File: src/hw/zx_ula_defines.svh
`ifndef ZX_ULA_DEFINES_SVH
`define ZX_ULA_DEFINES_SVH

// pentagon raster, in pixels and lines
`define H_AREA          256
`define V_AREA          192
`define SCREEN_DELAY    8
`define H_TOTAL         448
`define V_TOTAL         320
`define H_BLANK_START   317
`define H_BLANK_END     402
`define H_SYNC_START    329
`define H_SYNC_END      362
`define V_SYNC_START    248
`define V_SYNC_END      256

// frame interrupt
`define INT_V           239
`define INT_H           316
`define INT_LEN         32    // in cpu clocks

// port decode
`define PORT_7FFD_HI    2'b01 // xa[15:14]
`define IM2_VECTOR      8'hff

// memory map
`define BANK_SCREEN_A   3'd5
`define BANK_SCREEN_B   3'd7
`define BANK_4000       3'd5
`define BANK_8000       3'd2
`define ROM_BANK_48     3'd0
`define ROM_BANK_128    3'd1

`endif

File: src/hw/zx_ula_pkg.sv
package zx_ula_pkg;

	typedef logic [10:0] subpix_t;   // clk28 ticks within a line
	typedef logic [8:0]  hcount_t;
	typedef logic [8:0]  vcount_t;
	typedef logic [7:0]  byte_t;
	typedef logic [16:0] vaddr_t;    // 128k video ram
	typedef logic [2:0]  bank_t;
	typedef logic [15:0] cpu_addr_t;

	// screen fetch alternates bitmap and attribute reads
	typedef enum logic {
		STEP_BITMAP,
		STEP_ATTR
	} fetch_step_e;

endpackage

File: src/hw/zx_raster_timer.sv
`timescale 1ns/1ps
`include "zx_ula_defines.svh"

module zx_raster_timer import zx_ula_pkg::*; (
	input  logic    clk28,
	input  logic    rst_n0,
	output subpix_t hc0,
	output hcount_t hc,
	output vcount_t vc,
	output logic    line_end,
	output logic    frame_end,
	output logic    blank,
	output logic    hsync0,
	output logic    vsync0,
	output logic    blink,
	output logic    int_begin
);

	logic [4:0] frame_cnt;

	assign hc = hc0[10:2];
	assign line_end = hc0 == subpix_t'(`H_TOTAL * 4 - 1);
	assign frame_end = line_end && vc == vcount_t'(`V_TOTAL - 1);

	assign hsync0 = hc >= hcount_t'(`H_SYNC_START) && hc < hcount_t'(`H_SYNC_END);
	assign vsync0 = vc >= vcount_t'(`V_SYNC_START) && vc < vcount_t'(`V_SYNC_END);
	assign blank = vsync0 ||
		(hc >= hcount_t'(`H_BLANK_START) && hc < hcount_t'(`H_BLANK_END));

	assign int_begin = vc == vcount_t'(`INT_V) && hc == hcount_t'(`INT_H);
	assign blink = frame_cnt[4]; // ~1.5 hz flash

	always_ff @(posedge clk28 or negedge rst_n0) begin
		if (!rst_n0) begin
			hc0 <= '0;
			vc <= '0;
		end
		else if (line_end) begin
			hc0 <= '0;
			if (frame_end)
				vc <= '0;
			else
				vc <= vc + 1'b1;
		end
		else begin
			hc0 <= hc0 + 1'b1;
		end
	end

	always_ff @(posedge clk28 or negedge rst_n0) begin
		if (!rst_n0)
			frame_cnt <= '0;
		else if (frame_end)
			frame_cnt <= frame_cnt + 1'b1;
	end

endmodule

File: src/hw/zx_screen_fetch.sv
`timescale 1ns/1ps
`include "zx_ula_defines.svh"

module zx_screen_fetch import zx_ula_pkg::*; (
	input  logic        clk28,
	input  logic        rst_n0,
	input  subpix_t     hc0,
	input  hcount_t     hc,
	input  vcount_t     vc,
	input  logic        line_end,
	input  logic        fetch_grant,
	input  byte_t       vd_in,
	input  logic [2:0]  border,
	output logic        fetch_req,
	output logic [13:0] fetch_addr,
	output logic        pixel,
	output byte_t       attr
);

	fetch_step_e step;
	byte_t       bitmap;
	byte_t       bitmap_next;
	byte_t       attr_next;
	byte_t       attr_border;
	logic [13:0] bitmap_addr;
	logic [13:0] attr_addr;
	logic        phase;
	logic        step_reset;
	logic        screen_show;
	logic        screen_update;
	logic        border_update;

	assign phase = hc0[0]; // 14 mhz
	assign step_reset = (&hc0[4:0]) || line_end; // last tick of a character

	assign fetch_req = vc < vcount_t'(`V_AREA) && (hc < hcount_t'(`H_AREA) || line_end);

	// shifter output runs SCREEN_DELAY pixels behind the fetch
	assign screen_show = vc < vcount_t'(`V_AREA) &&
		hc0 >= subpix_t'(`SCREEN_DELAY * 4 - 2) &&
		hc0 < subpix_t'((`H_AREA + `SCREEN_DELAY) * 4 - 2);
	assign screen_update = vc < vcount_t'(`V_AREA) && hc <= hcount_t'(`H_AREA) &&
		hc0[4:0] == 5'b11110;
	assign border_update = !screen_show && hc0[4:0] == 5'b11110;

	// spectrum interleaved layout
	assign bitmap_addr = {1'b0, vc[7:6], vc[2:0], vc[5:3], hc[7:3]};
	assign attr_addr = {4'b0110, vc[7:3], hc[7:3]};
	assign fetch_addr = (step == STEP_BITMAP) ? bitmap_addr : attr_addr;

	assign attr_border = {2'b00, border, 3'b000}; // border as paper
	assign pixel = bitmap[7];

	always_ff @(posedge clk28 or negedge rst_n0) begin
		if (!rst_n0) begin
			step <= STEP_BITMAP;
			bitmap_next <= '0;
			attr_next <= '0;
		end
		else if (phase) begin
			if (fetch_grant) begin
				if (step == STEP_BITMAP)
					bitmap_next <= vd_in;
				else
					attr_next <= vd_in;
			end
			if (fetch_grant && step == STEP_BITMAP && !step_reset)
				step <= STEP_ATTR;
			else if (fetch_grant || step_reset)
				step <= STEP_BITMAP;
		end
	end

	always_ff @(posedge clk28 or negedge rst_n0) begin
		if (!rst_n0) begin
			bitmap <= '0;
			attr <= '0;
		end
		else begin
			if (border_update)
				attr <= attr_border;
			else if (screen_update)
				attr <= attr_next;

			if (screen_update)
				bitmap <= bitmap_next;
			else if (hc0[1:0] == 2'b10)
				bitmap <= {bitmap[6:0], 1'b0}; // one pixel per 4 ticks
		end
	end

endmodule

File: src/hw/zx_video_out.sv
`timescale 1ns/1ps

module zx_video_out import zx_ula_pkg::*; (
	input  logic       clk28,
	input  logic       pixel,
	input  logic       blank,
	input  logic       hsync0,
	input  logic       vsync0,
	input  logic       blink,
	input  byte_t      attr,
	output logic [1:0] r,
	output logic [1:0] g,
	output logic [1:0] b,
	output logic       csync,
	output logic       hsync,
	output logic       vsync
);

	logic [2:0] grb;
	logic       ink;
	logic       bright;

	assign ink = pixel ^ (attr[7] & blink); // flash swaps ink and paper
	assign grb = ink ? attr[2:0] : attr[5:3];
	assign bright = attr[6] & (|grb); // black stays black

	always_ff @(posedge clk28) begin
		if (blank) begin
			r <= 2'b00;
			g <= 2'b00;
			b <= 2'b00;
		end
		else begin
			g <= {grb[2], bright};
			r <= {grb[1], bright};
			b <= {grb[0], bright};
		end
		csync <= ~(hsync0 ^ vsync0);
		hsync <= hsync0;
		vsync <= vsync0;
	end

endmodule

File: src/hw/zx_cpu_timing.sv
`timescale 1ns/1ps
`include "zx_ula_defines.svh"

module zx_cpu_timing import zx_ula_pkg::*; (
	input  logic    clk28,
	input  logic    rst_n0,
	input  hcount_t hc,
	input  vcount_t vc,
	input  logic    int_begin,
	output logic    clkcpu,
	output logic    n_clkcpu,
	output logic    cpu_edge,
	output logic    n_int,
	output logic    n_rstcpu
);

	logic       clkcpu_prev;
	logic       int_pend;
	logic [4:0] int_cnt;

	// 3.5 mhz, moved off the posedge so cpu_edge is seen once
	always_ff @(negedge clk28 or negedge rst_n0) begin
		if (!rst_n0) begin
			clkcpu <= 1'b0;
			clkcpu_prev <= 1'b0;
		end
		else begin
			clkcpu_prev <= clkcpu;
			clkcpu <= hc[0];
		end
	end

	assign n_clkcpu = ~clkcpu;
	assign cpu_edge = clkcpu && !clkcpu_prev;

	always_ff @(posedge clk28 or negedge rst_n0) begin
		if (!rst_n0) begin
			int_pend <= 1'b0;
			int_cnt <= '0;
			n_int <= 1'b1;
		end
		else begin
			if (int_begin)
				int_pend <= 1'b1;
			if (cpu_edge) begin
				if (int_pend && n_int) begin
					n_int <= 1'b0; // aligned to cpu clock
					int_pend <= 1'b0;
					int_cnt <= '0;
				end
				else if (!n_int) begin
					if (int_cnt == 5'(`INT_LEN - 1)) begin
						n_int <= 1'b1;
						int_cnt <= '0;
					end
					else begin
						int_cnt <= int_cnt + 1'b1;
					end
				end
			end
		end
	end

	always_ff @(posedge clk28 or negedge rst_n0) begin
		if (!rst_n0)
			n_rstcpu <= 1'b0;
		else if (vc[0])
			n_rstcpu <= 1'b1; // hold cpu for a line after reset
	end

endmodule

File: src/hw/zx_io_ports.sv
`timescale 1ns/1ps
`include "zx_ula_defines.svh"

module zx_io_ports import zx_ula_pkg::*; (
	input  logic       clk28,
	input  logic       rst_n0,
	input  cpu_addr_t  xa,
	input  byte_t      cpu_din,
	input  logic       n_rd,
	input  logic       n_wr,
	input  logic       n_m1,
	input  logic       n_iorqge,
	input  logic       cpu_edge,
	input  logic [4:0] kd,
	input  logic       tape_in,
	output logic [2:0] border,
	output logic       beeper,
	output logic       tape_out,
	output bank_t      ram_bank,
	output logic       screen_bank,
	output logic       rom_bank,
	input  logic       cpu_ram_rd,
	input  byte_t      vd_in,
	output byte_t      cpu_dout,
	output logic       cpu_dout_en
);

	logic  n_iorqge_d;
	logic  n_ioreq;
	logic  port_fe_cs;
	logic  port_7ffd_cs;
	logic  int_ack;
	logic  lock_7ffd;
	logic  fe_rd;
	logic  ram_rd;
	byte_t fe_data;

	// iorq must hold for two ticks and not be an m1 cycle
	assign n_ioreq = ~n_m1 | n_iorqge | n_iorqge_d;
	assign port_fe_cs = !n_ioreq && !xa[0];
	assign port_7ffd_cs = !n_ioreq && !xa[1] && xa[15:14] == `PORT_7FFD_HI;
	assign int_ack = !n_iorqge && !n_m1; // im2 vector read

	assign fe_data = {1'b1, tape_in, 1'b1, kd};

	always_ff @(posedge clk28 or negedge rst_n0) begin
		if (!rst_n0)
			n_iorqge_d <= 1'b1;
		else
			n_iorqge_d <= n_iorqge;
	end

	always_ff @(posedge clk28 or negedge rst_n0) begin
		if (!rst_n0) begin
			border <= '0;
			beeper <= 1'b0;
			tape_out <= 1'b0;
		end
		else if (port_fe_cs && !n_wr && cpu_edge) begin // border changes in step with cpu
			beeper <= cpu_din[4];
			tape_out <= cpu_din[3];
			border <= cpu_din[2:0];
		end
	end

	always_ff @(posedge clk28 or negedge rst_n0) begin
		if (!rst_n0) begin
			ram_bank <= '0;
			screen_bank <= 1'b0;
			rom_bank <= 1'b0;
			lock_7ffd <= 1'b0;
		end
		else if (port_7ffd_cs && !n_wr && !lock_7ffd) begin
			ram_bank <= cpu_din[2:0];
			screen_bank <= cpu_din[3];
			rom_bank <= cpu_din[4];
			lock_7ffd <= cpu_din[5]; // until next reset
		end
	end

	always_ff @(posedge clk28 or negedge rst_n0) begin
		if (!rst_n0) begin
			fe_rd <= 1'b0;
			ram_rd <= 1'b0;
			cpu_dout_en <= 1'b0;
		end
		else begin
			fe_rd <= port_fe_cs && !n_rd;
			ram_rd <= cpu_ram_rd;
			cpu_dout_en <= (port_fe_cs && !n_rd) || cpu_ram_rd || int_ack;
		end
	end

	assign cpu_dout = fe_rd ? fe_data :
		ram_rd ? vd_in :
		`IM2_VECTOR;

endmodule

File: src/hw/zx_mem_arbiter.sv
`timescale 1ns/1ps
`include "zx_ula_defines.svh"

module zx_mem_arbiter import zx_ula_pkg::*; (
	input  logic        clk28,
	input  logic        rst_n0,
	input  cpu_addr_t   xa,
	input  byte_t       cpu_din,
	input  logic        n_mreq,
	input  logic        n_rd,
	input  logic        n_wr,
	input  logic        n_rfsh,
	input  logic        n_iorqge,
	input  logic        fetch_req,
	input  logic [13:0] fetch_addr,
	input  logic        screen_bank,
	input  logic        rom_bank,
	input  bank_t       ram_bank,
	output logic        fetch_grant,
	output logic        cpu_ram_rd,
	output vaddr_t      va,
	output byte_t       vd_out,
	output logic        vd_oe,
	output logic        n_vrd,
	output logic        n_vwr,
	output logic        n_romcs,
	output logic [2:0]  ra
);

	logic  romreq;
	logic  ramreq;
	logic  ramreq_wr;
	logic  cpu_mem;
	logic  rom_area;
	logic  cpu_wr;
	bank_t scr_bank;
	bank_t cpu_bank;

	assign cpu_mem = !n_mreq && n_rfsh; // refresh never reaches ram
	assign rom_area = xa[15:14] == 2'b00;

	always_ff @(posedge clk28 or negedge rst_n0) begin
		if (!rst_n0) begin
			fetch_grant <= 1'b0;
			romreq <= 1'b0;
			ramreq <= 1'b0;
			ramreq_wr <= 1'b0;
		end
		else begin
			fetch_grant <= fetch_req && ((n_iorqge && n_mreq) || !n_rfsh); // bus idle
			romreq <= cpu_mem && rom_area;
			ramreq <= cpu_mem && !rom_area;
			ramreq_wr <= cpu_mem && !rom_area && !n_wr;
		end
	end

	assign scr_bank = screen_bank ? `BANK_SCREEN_B : `BANK_SCREEN_A;
	assign cpu_bank = (xa[15:14] == 2'b01) ? `BANK_4000 :
		(xa[15:14] == 2'b10) ? `BANK_8000 :
		ram_bank;

	assign va = fetch_grant ? {scr_bank, fetch_addr} : {cpu_bank, xa[13:0]};
	assign ra = rom_bank ? `ROM_BANK_128 : `ROM_BANK_48;

	assign cpu_wr = ramreq_wr && !n_wr;
	assign cpu_ram_rd = ramreq && !n_rd;

	assign n_romcs = !(romreq && !n_mreq);
	assign n_vrd = !(cpu_ram_rd || fetch_grant);
	assign n_vwr = !cpu_wr;
	assign vd_oe = cpu_wr;
	assign vd_out = cpu_din;

endmodule

File: src/hw/zx_ula.sv
`timescale 1ns/1ps

module zx_ula import zx_ula_pkg::*; (
	input  logic       clk28,
	input  logic       rst_n0,
	input  cpu_addr_t  xa,
	input  byte_t      cpu_din,
	output byte_t      cpu_dout,
	output logic       cpu_dout_en,
	input  logic       n_rd,
	input  logic       n_wr,
	input  logic       n_mreq,
	input  logic       n_iorqge,
	input  logic       n_m1,
	input  logic       n_rfsh,
	output logic       clkcpu,
	output logic       n_clkcpu,
	output logic       n_int,
	output logic       n_rstcpu,
	output vaddr_t     va,
	input  byte_t      vd_in,
	output byte_t      vd_out,
	output logic       vd_oe,
	output logic       n_vrd,
	output logic       n_vwr,
	output logic       n_romcs,
	output logic [2:0] ra,
	input  logic [4:0] kd,
	input  logic       tape_in,
	output logic       beeper,
	output logic       tape_out,
	output logic [1:0] r,
	output logic [1:0] g,
	output logic [1:0] b,
	output logic       csync,
	output logic       hsync,
	output logic       vsync
);

	subpix_t     hc0;
	hcount_t     hc;
	vcount_t     vc;
	logic        line_end;
	logic        blank;
	logic        hsync0;
	logic        vsync0;
	logic        blink;
	logic        int_begin;
	logic        fetch_req;
	logic        fetch_grant;
	logic [13:0] fetch_addr;
	logic        pixel;
	byte_t       attr;
	logic [2:0]  border;
	bank_t       ram_bank;
	logic        screen_bank;
	logic        rom_bank;
	logic        cpu_edge;
	logic        cpu_ram_rd;

	zx_raster_timer i_raster (
		.clk28(clk28), .rst_n0(rst_n0), .hc0(hc0), .hc(hc), .vc(vc),
		.line_end(line_end), .frame_end(), .blank(blank), .hsync0(hsync0),
		.vsync0(vsync0), .blink(blink), .int_begin(int_begin)
	);

	zx_screen_fetch i_fetch (
		.clk28(clk28), .rst_n0(rst_n0), .hc0(hc0), .hc(hc), .vc(vc),
		.line_end(line_end), .fetch_grant(fetch_grant), .vd_in(vd_in),
		.border(border), .fetch_req(fetch_req), .fetch_addr(fetch_addr),
		.pixel(pixel), .attr(attr)
	);

	zx_video_out i_video (
		.clk28(clk28), .pixel(pixel), .blank(blank), .hsync0(hsync0),
		.vsync0(vsync0), .blink(blink), .attr(attr), .r(r), .g(g), .b(b),
		.csync(csync), .hsync(hsync), .vsync(vsync)
	);

	zx_cpu_timing i_cpu_timing (
		.clk28(clk28), .rst_n0(rst_n0), .hc(hc), .vc(vc), .int_begin(int_begin),
		.clkcpu(clkcpu), .n_clkcpu(n_clkcpu), .cpu_edge(cpu_edge),
		.n_int(n_int), .n_rstcpu(n_rstcpu)
	);

	zx_io_ports i_io (
		.clk28(clk28), .rst_n0(rst_n0), .xa(xa), .cpu_din(cpu_din),
		.n_rd(n_rd), .n_wr(n_wr), .n_m1(n_m1), .n_iorqge(n_iorqge),
		.cpu_edge(cpu_edge), .kd(kd), .tape_in(tape_in), .border(border),
		.beeper(beeper), .tape_out(tape_out), .ram_bank(ram_bank),
		.screen_bank(screen_bank), .rom_bank(rom_bank), .cpu_ram_rd(cpu_ram_rd),
		.vd_in(vd_in), .cpu_dout(cpu_dout), .cpu_dout_en(cpu_dout_en)
	);

	zx_mem_arbiter i_arbiter (
		.clk28(clk28), .rst_n0(rst_n0), .xa(xa), .cpu_din(cpu_din),
		.n_mreq(n_mreq), .n_rd(n_rd), .n_wr(n_wr), .n_rfsh(n_rfsh),
		.n_iorqge(n_iorqge), .fetch_req(fetch_req), .fetch_addr(fetch_addr),
		.screen_bank(screen_bank), .rom_bank(rom_bank), .ram_bank(ram_bank),
		.fetch_grant(fetch_grant), .cpu_ram_rd(cpu_ram_rd), .va(va),
		.vd_out(vd_out), .vd_oe(vd_oe), .n_vrd(n_vrd), .n_vwr(n_vwr),
		.n_romcs(n_romcs), .ra(ra)
	);

endmodule

File: config.mk
export PLATFORM = sky130hd
export DESIGN_NAME = zx_ula
export DESIGN_NICKNAME = d
export VERILOG_FILES = /design/src/hw/zx_ula_pkg.sv /design/src/hw/zx_raster_timer.sv /design/src/hw/zx_screen_fetch.sv /design/src/hw/zx_video_out.sv /design/src/hw/zx_cpu_timing.sv /design/src/hw/zx_io_ports.sv /design/src/hw/zx_mem_arbiter.sv /design/src/hw/zx_ula.sv
export VERILOG_INCLUDE_DIRS = /design/src /design/src/hw
export SDC_FILE = /design/constraint.sdc
export NUM_CORES = 1
export LEC_CHECK = 0
export BUFFER_PORTS_ARGS = -buffer_cell sky130_fd_sc_hd__buf_2
export CORE_ASPECT_RATIO = 0.8
export CORE_MARGIN = 3
export CORE_UTILIZATION = 25
export DETAILED_ROUTE_END_ITERATION = 12
export PLACE_DENSITY = 0.44
export SLEW_MARGIN = 0
export SYNTH_ARGS = -nofsm -noshare
export SYNTH_HDL_FRONTEND = slang
export SYNTH_SLANG_ARGS = --single-unit
File: constraint.sdc
create_clock -name clk28 -period 1.9 [get_ports clk28]
set_clock_uncertainty 0.05 [all_clocks]
set_input_delay 0.38 -clock clk28 [delete_from_list [all_inputs] [get_ports clk28]]
set_output_delay 0.38 -clock clk28 [all_outputs]
set_load 0.01 [all_outputs]
* Word-level counts from Yosys, hierarchy flattened *
Index checks and enable logic that the tools add are counted.

storage, ports and cells
  register bits after elaboration = 96
  input bits = 46
  output and inout port bits = 56

operators by class
  add/sub/neg operators = 4
  order comparisons = 11
  equality and inequality tests = 10
  multiplexer cells = 26
  bitwise logic cells = 10
  reductions and logical operators = 68

operators with widths
  operator                 number
  $mux W8                  6
  $lt A9 B9 Y1 const B     4
  $logic_and A1 B1 Y1      33
  $eq A9 B9 Y1 const B     2
  $ge A9 B9 Y1 const B     2
  $logic_not A1 Y1         17
  $mux W17                 1
  $mux W5                  3
  $mux W13                 1
  $add A11 B1 Y11 const B  1
  $eq A11 B11 Y1 const B   1
  $ge A11 B5 Y1 const B    1
  $lt A11 B11 Y1 const B   1
  $mux W11                 1
  $add A5 B1 Y5 const B    2
  $eq A5 B5 Y1 const B     2
  $add A9 B1 Y9 const B    1
  $eq A9 B8 Y1 const B     1
  $ge A9 B8 Y1 const B     1
  $le A9 B9 Y1 const B     1
  $lt A9 B8 Y1 const B     1
  $mux W1                  9
  $mux W3                  3
  $mux W9                  1
  other kinds (15)         33

* Logic depth before layout (Yosys ltp) *
Gate-level depths: netlist of run 1.

  depth after elaboration = 8
  depth in mapped cells = 9
  depth with buffers taken out = 6

* Hierarchy *
From an unflattened synthesis of run 1, not the netlist that was laid out.

unflattened totals
  cell total of the unflattened synthesis = 462
  area total of the unflattened synthesis = 4924.7 um2

by module, submodules not included
  module           instances  cells an instance  area an instance (um2)  seq. area each (um2)
  zx_screen_fetch  1          144                1602.8                  825.8
  zx_raster_timer  1          147                1390.1                  625.6
  zx_io_ports      1          56                 683.2                   376.6
  zx_mem_arbiter   1          53                 506.7                   100.1
  zx_cpu_timing    1          37                 459.2                   251.5
  zx_video_out     1          25                 282.8                   140.1

==> flow_summary.yaml, run 1 <==
global_route:
  grt_pass1_vias: 3817
  grt_overflow: 0
  grt_max_degree: 84
  grt_first_pass_wirelength_mm: 20.6
  grt_util_all_layers_pct: 12.8
  antenna_found_initial: 0
detailed_routing:
  routed_wl_mm: 13.0
  num_vias: 3908
  first_iter_violations: 232
  viasPerCell: 4.60
  drt_first_pass_iters: 4
  ant_nets: 0
  drcViolationCount: 0
  routedWlPerCell_um: 15.2
clock_tree:
  htreeDepth: 3
  cts_max_path_buffers: 2
  clock-sinks: 94
  clk_pin_slew_ns: 0.06
  cts_tree: "built"
  root_buffer: "clkbuf_16"
  cts-buffers-inserted: 9
  clock_latency_ns: 0.35
setup_path:
  cp.arrival_ns: 2.01
  rrSetupSlack_ns: -0.53
  endpoint_kind: "output port"
  worstSetupStartpointType: "register"
  crit_type: "register to output port"
  required_ns: 1.47
  crit_fanout: 3
synthesis:
  synthArstFlopShare_pct: 92.6
  avgSynthCellArea_um2: 10.4
  synth_ff_type: "dfrtp_1"
  postSynthCellCount: 452
  netlist_area_um2: 4700
  yosysSeqAreaShare_pct: 49.4
  synth_simple_gate_area_share_pct: 17.4
  yosys.area_share.xor_xnor_pct: 2.61
  synth-edff-count: 0
  muxShareOfSynthArea_pct: 9.91
  synth-compound-area-share_pct: 12.5
  synth_top_family_by_area: "simple AND/OR/NAND/NOR gates"
  synthAdderAreaFrac_pct: 2.13
  ys_ff_latch: 94
  synth.distinct_cells: 58
  yosysWarnings: 0
sta:
  setup-violations-final: 18
  holdWs_ns: 0.194
  setup_slack_ns: -0.535
  grt_setup_unrepaired: "true"
  hold_violations: 0
  slew_violations: 0
worst_hold_path:
  hp-class: "input port to register"
cells_and_area:
  fin_cells: 850
  nets: 646
  drive_above_1_share_pct: 45.1
  antennaDiodeCount: 0
  area_growth_pct: 38.8
power:
  power.leakage_nw: 2.96
  power_density_nw_per_um2: 780
  peakVddDrop_v: 0.000380
floorplanning:
  die_y_um: 129
  dieArea_um2: 20500
  core_um2: 18300
  initial_utilization_pct: 25.7
  pin_count: 102
  die_w_um: 159
  rows: 44
placement:
  dp_cells: 819
  dp_hpwl_mm: 9.21
  gp_congestion: 0.769
  pre_cts_slack_ns: -0.656
  portBuffers: 95
run:
  max_cap_viol_count: 0
outcome:
  violations: "negative setup slack"
  status: "complete, but fails checks"
[cells by family (layout without fill, tap and decap cells)]
group / after synthesis / after routing
AO/OA/AOI/OAI: 87 / 88
buffers and inverters: 55 / 196
multiplexers: 42 / 42
flip-flops: 94 / 94
AND/OR/NAND/NOR: 151 / 153
other: 1 / 2
XOR/XNOR: 14 / 14
adder cells (fa/ha/maj): 8 / 8
[critical path: stages (launching register included)]
cell     delay, ns
dfrtn_1       0.44
buf_6         0.13
inv_2         0.03
buf_6         0.10
[state kept, by name, indices dropped and copies added, names as in the netlist, 2 cells and up]
name and count:
i_raster.hc0 11, i_raster.vc 9, i_fetch.attr 8, i_fetch.attr_next 8
i_fetch.bitmap 8, i_fetch.bitmap_next 8, i_cpu_timing.int_cnt 5, i_raster.frame_cnt 5
i_io.border 3, i_io.ram_bank 3, i_video.b 2
[metrics by stage]
step                      utilization, %  instance area (um2)  TNS (ns)  power, mW
after floorplan                        -                 4760     -4.73       2.81
after global placement              31.8                 5800     -5.60       3.09
after detailed placement            31.8                 5800     -6.33       3.11
after CTS                           34.5                 6310     -6.44       5.16
after global routing                35.7                 6520     -8.72       5.34
final                               35.7                 6520     -6.37       5.08
[Yosys cell counts (2+ instances only)]
library cell | n | share of area, %
nor2b_1 | 8 | 1.1
or4_4 | 2 | 0.48
nand2b_1 | 8 | 1.1
o31ai_2 | 2 | 0.53
or4_1 | 2 | 0.32
o31ai_1 | 4 | 0.64
dfstp_2 | 2 | 1.1
a21o_1 | 5 | 0.80
inv_1 | 16 | 1.3
buf_4 | 16 | 2.6
nand4_2 | 2 | 0.53
nor3_1 | 12 | 1.3
a211oi_1 | 3 | 0.48
buf_2 | 3 | 0.32
o211ai_1 | 2 | 0.32
xnor2_1 | 8 | 1.5
nor2_1 | 37 | 3.0
and3_1 | 5 | 0.67
dfxtp_1 | 7 | 3.0
dfrtp_1 | 83 | 44
and4_1 | 3 | 0.56
o21ai_0 | 22 | 2.3
nand3_1 | 19 | 2.0
mux2i_1 | 6 | 1.3
xor2_1 | 6 | 1.1
or2_2 | 8 | 1.1
nand2_1 | 18 | 1.4
mux2_2 | 36 | 8.6
buf_1 | 3 | 0.24
dfrtn_1 | 2 | 1.1
nand4_1 | 6 | 0.80
or3_1 | 6 | 0.80
o21bai_1 | 2 | 0.32
nor4_1 | 9 | 1.2
o22ai_1 | 2 | 0.27
ha_1 | 8 | 2.1
a32o_1 | 7 | 1.5
a31oi_1 | 12 | 1.6
a21oi_1 | 17 | 1.8
clkbuf_1 | 15 | 1.2
[path summary, 6_finish.rpt]
path / from / endpoint / depth (start not counted)
max: i_cpu_timing.clkcpu / n_clkcpu / 3
min: cpu_din[5] / i_io.lock_7ffd / 2
max reg2reg: i_cpu_timing.clkcpu_prev / i_io.border[0] / 3
min reg2reg: i_io.lock_7ffd / i_io.lock_7ffd / 1
max in group asynchronous: rst_n0 / i_cpu_timing.clkcpu_prev / 2
min in group asynchronous: rst_n0 / i_arbiter.ramreq_wr / 2
[where the power goes]
group | internal (mW) | total (mW) | switching, mW
Clock | 1.23 | 2.00 | 0.770
Combinational | 0.360 | 0.681 | 0.321
Sequential | 2.24 | 2.40 | 0.162
Total | 3.83 | 5.08 | 1.25
[cell type report]
class	instances	area (um2)
clock inverter	3	68.8
tap	253	317
timing repair buffer	163	1100
inverter	17	66.3
clock buffer	13	260
sequential	94	2320
multi-input combinational	307	2390
fill	1887	11800
[per-layer routing]
layer | track usage [%] | wire length, um
met5 | 0 | 0
met4 | 3.35 | 123
met3 | 3.73 | 592
met2 | 19.3 | 5710
met1 | 18.0 | 6530
[placed cells by master, fill, tap and decap left out, types with 5 or more instances in the layout]
master     instances
nand3_2           10
xor2_1             6
nor3_1             9
ha_1               7
clkbuf_16          9
dfrtp_1           81
buf_6             13
nand4_1            6
xnor2_1            8
nand3_1            9
mux2i_1            6
nand2b_1           7
a21oi_1           16
inv_1             15
o21ai_1            9
and3_1             5
nor2b_1            7
or4_4              5
dfxtp_1            7
o21ai_0           10
nand2_1           18
mux2_2            30
mux2_4             6
buf_2             91
a31oi_1           11
or2_2              6
buf_4             54
nor4_1             7
a32o_1             7
nor2_1            36
[timing repair]
action	4_1_cts	5_1_grt
hold endpoints to repair	2	0
hold buffers	1	0
setup buffers	6	6
endpoints found under the setup margin	34	51
gates resized for setup	28	43
pin swaps	15	21
gates cloned	2	2
(Power assumes the default switching activity.)
==> run 2: changes to the inputs <==
ABC_AREA = 1   (was not set)
==> flow_summary.yaml, run 2 <==
sta:
  setup_slack_ns: -0.504
  holdWs_ns: 0.0944
  slew_violations: 0
  setup-violations-final: 14
  hold_violations: 0
  grt_setup_unrepaired: "true"
global_route:
  grt_pass1_vias: 3932
  grt_util_all_layers_pct: 12.3
  antenna_found_initial: 0
  grt_first_pass_wirelength_mm: 20.2
  grt_max_degree: 84
  grt_overflow: 0
setup_path:
  cp.arrival_ns: 1.97
  required_ns: 1.47
  worstSetupStartpointType: "register"
  crit_fanout: 2
  endpoint_kind: "output port"
  crit_type: "register to output port"
power:
  power.leakage_nw: 3.03
  power_density_nw_per_um2: 801
  peakVddDrop_v: 0.000344
synthesis:
  synthTopCellsByArea: "dfrtp_1 (44%), nand2_1 (9.1%), inv_1 (7.5%)"
  synth-edff-count: 0
  synthArstFlopShare_pct: 92.6
  ys_ff_latch: 94
  synth.distinct_cells: 39
  synth_largest_area_cell: "dfrtp_1"
  yosysSeqAreaShare_pct: 49.0
  ys_top_cells_by_count: "nand2_1 (115), inv_1 (94), dfrtp_1 (83)"
  synth.top_cell.area_share_pct: 43.9
  yosysWarnings: 0
  avgSynthCellArea_um2: 8.15
  netlist_area_um2: 4730
  postSynthCellCount: 581
  yosysMostFrequentCell: "nand2_1"
  synth_ff_type: "dfrtp_1"
floorplanning:
  die_w_um: 160
  pin_count: 102
  initial_utilization_pct: 25.7
  dieArea_um2: 20600
  core_um2: 18400
  rows: 44
  die_y_um: 129
cells_and_area:
  area_growth_pct: 27.1
  final_common_cell: "nand2_1"
  stdcell_area_um2: 6020
  top_regs: "i_raster.hc0: 11 flops, i_raster.vc: 9 flops"
  final_cell_mix: "nand2_1 (111), buf_2 (92), inv_1 (90)"
  largest_reg_flops: 11
  nets: 745
  antennaDiodeCount: 0
  regMostFlops: "i_raster.hc0"
  fin_cells: 949
  drive_above_1_share_pct: 25.0
clock_tree:
  cts_max_path_buffers: 2
  root_buffer: "clkbuf_16"
  clk_pin_slew_ns: 0.07
  cts_tree: "built"
  clock_latency_ns: 0.35
  htreeDepth: 3
  cts-buffers-inserted: 9
  clock-sinks: 94
outcome:
  violations: "negative setup slack"
  status: "complete, but fails checks"
placement:
  gp_congestion: 0.812
  dp_hpwl_mm: 9.21
  dp_cells: 930
  dpl_cell_area_um2: 5600
  portBuffers: 95
detailed_routing:
  viasPerCell: 4.26
  routed_wl_mm: 12.2
  drt_first_pass_iters: 4
  num_vias: 4047
  ant_nets: 0
  routedWlPerCell_um: 12.9
  first_iter_violations: 192
  drcViolationCount: 0
worst_hold_path:
  hp-class: "input port to register"
run:
  max_cap_viol_count: 0
run 2: logic make-up after synthesis:
group / share of synthesized area [%]
adders and majority gates: 2.11
buffers and inverters: 11.3
xor gates and xnor gates: 2.59
and+or+nand+nor: 23.5
DFF: 49.0
other: 0.0792
AOI/OAI and AO/OA: 11.4
run 2: area by class of cell:
| type | count | area, um2 |
|---|---|---|
| Clock buffer | 14 | 254 |
| Clock inverter | 2 | 35.0 |
| Inverter | 97 | 368 |
| Fill cell | 2009 | 12400 |
| Multi-Input combinational cell | 368 | 1990 |
| Timing Repair Buffer | 121 | 728 |
| Tap cell | 253 | 317 |
| Sequential cell | 94 | 2320 |
run 2: critical path, stage by stage, from the launching register on:
cell	delay, ns
dfrtn_1	0.41
inv_2	0.05
buf_6	0.11
buf_6	0.11
run 2: metrics by stage:
stage	utilization [%]	total power, mW	setup TNS (ns)	worst slack (ns)
finish	32.7	4.82	-4.98	-0.504
global placement	30.5	3.03	-3.15	-0.304
detailed placement	30.5	3.05	-3.45	-0.322
global route	32.7	5.11	-5.79	-0.531
CTS	32.5	4.91	-5.29	-0.512
floorplan	-	2.76	-2.74	-0.353
run 2: report_power, final:
| part | total [mW] | internal [mW] | switching (mW) |
|---|---|---|---|
| Clock | 1.82 | 1.06 | 0.762 |
| Sequential | 2.35 | 2.23 | 0.120 |
| Combinational | 0.655 | 0.269 | 0.386 |
| Total | 4.82 | 3.55 | 1.27 |
run 2: repair_timing:
item,CTS,global route
pin swaps,3,7
setup buffers,2,0
cloned,0,1
setup endpoints to repair,22,31
hold buffers,1,0
resized for setup,15,19
hold endpoints to repair,2,0
run 2: final timing paths:
check	start	endpoint	slack, ns	depth (start not counted)
max reg2reg	i_cpu_timing.clkcpu	i_cpu_timing.int_cnt[2]	-0.43	10
min in group asynchronous	rst_n0	i_io.fe_rd	0.34	2
min reg2reg	i_cpu_timing.clkcpu	i_cpu_timing.clkcpu_prev	0.40	1
max	i_cpu_timing.clkcpu	n_clkcpu	-0.50	3
max in group asynchronous	rst_n0	i_cpu_timing.clkcpu	0.46	2
min	n_iorqge	i_io.n_iorqge_d	0.09	1
run 2: metal layers:
layer | routed length [um] | part of all wire [%] | GRT usage [%]
met5 | 0 | 0 | 0
met4 | 146 | 1.2 | 3.62
met3 | 590 | 4.8 | 3.74
met2 | 5470 | 45 | 18.5
met1 | 6030 | 49 | 17.1
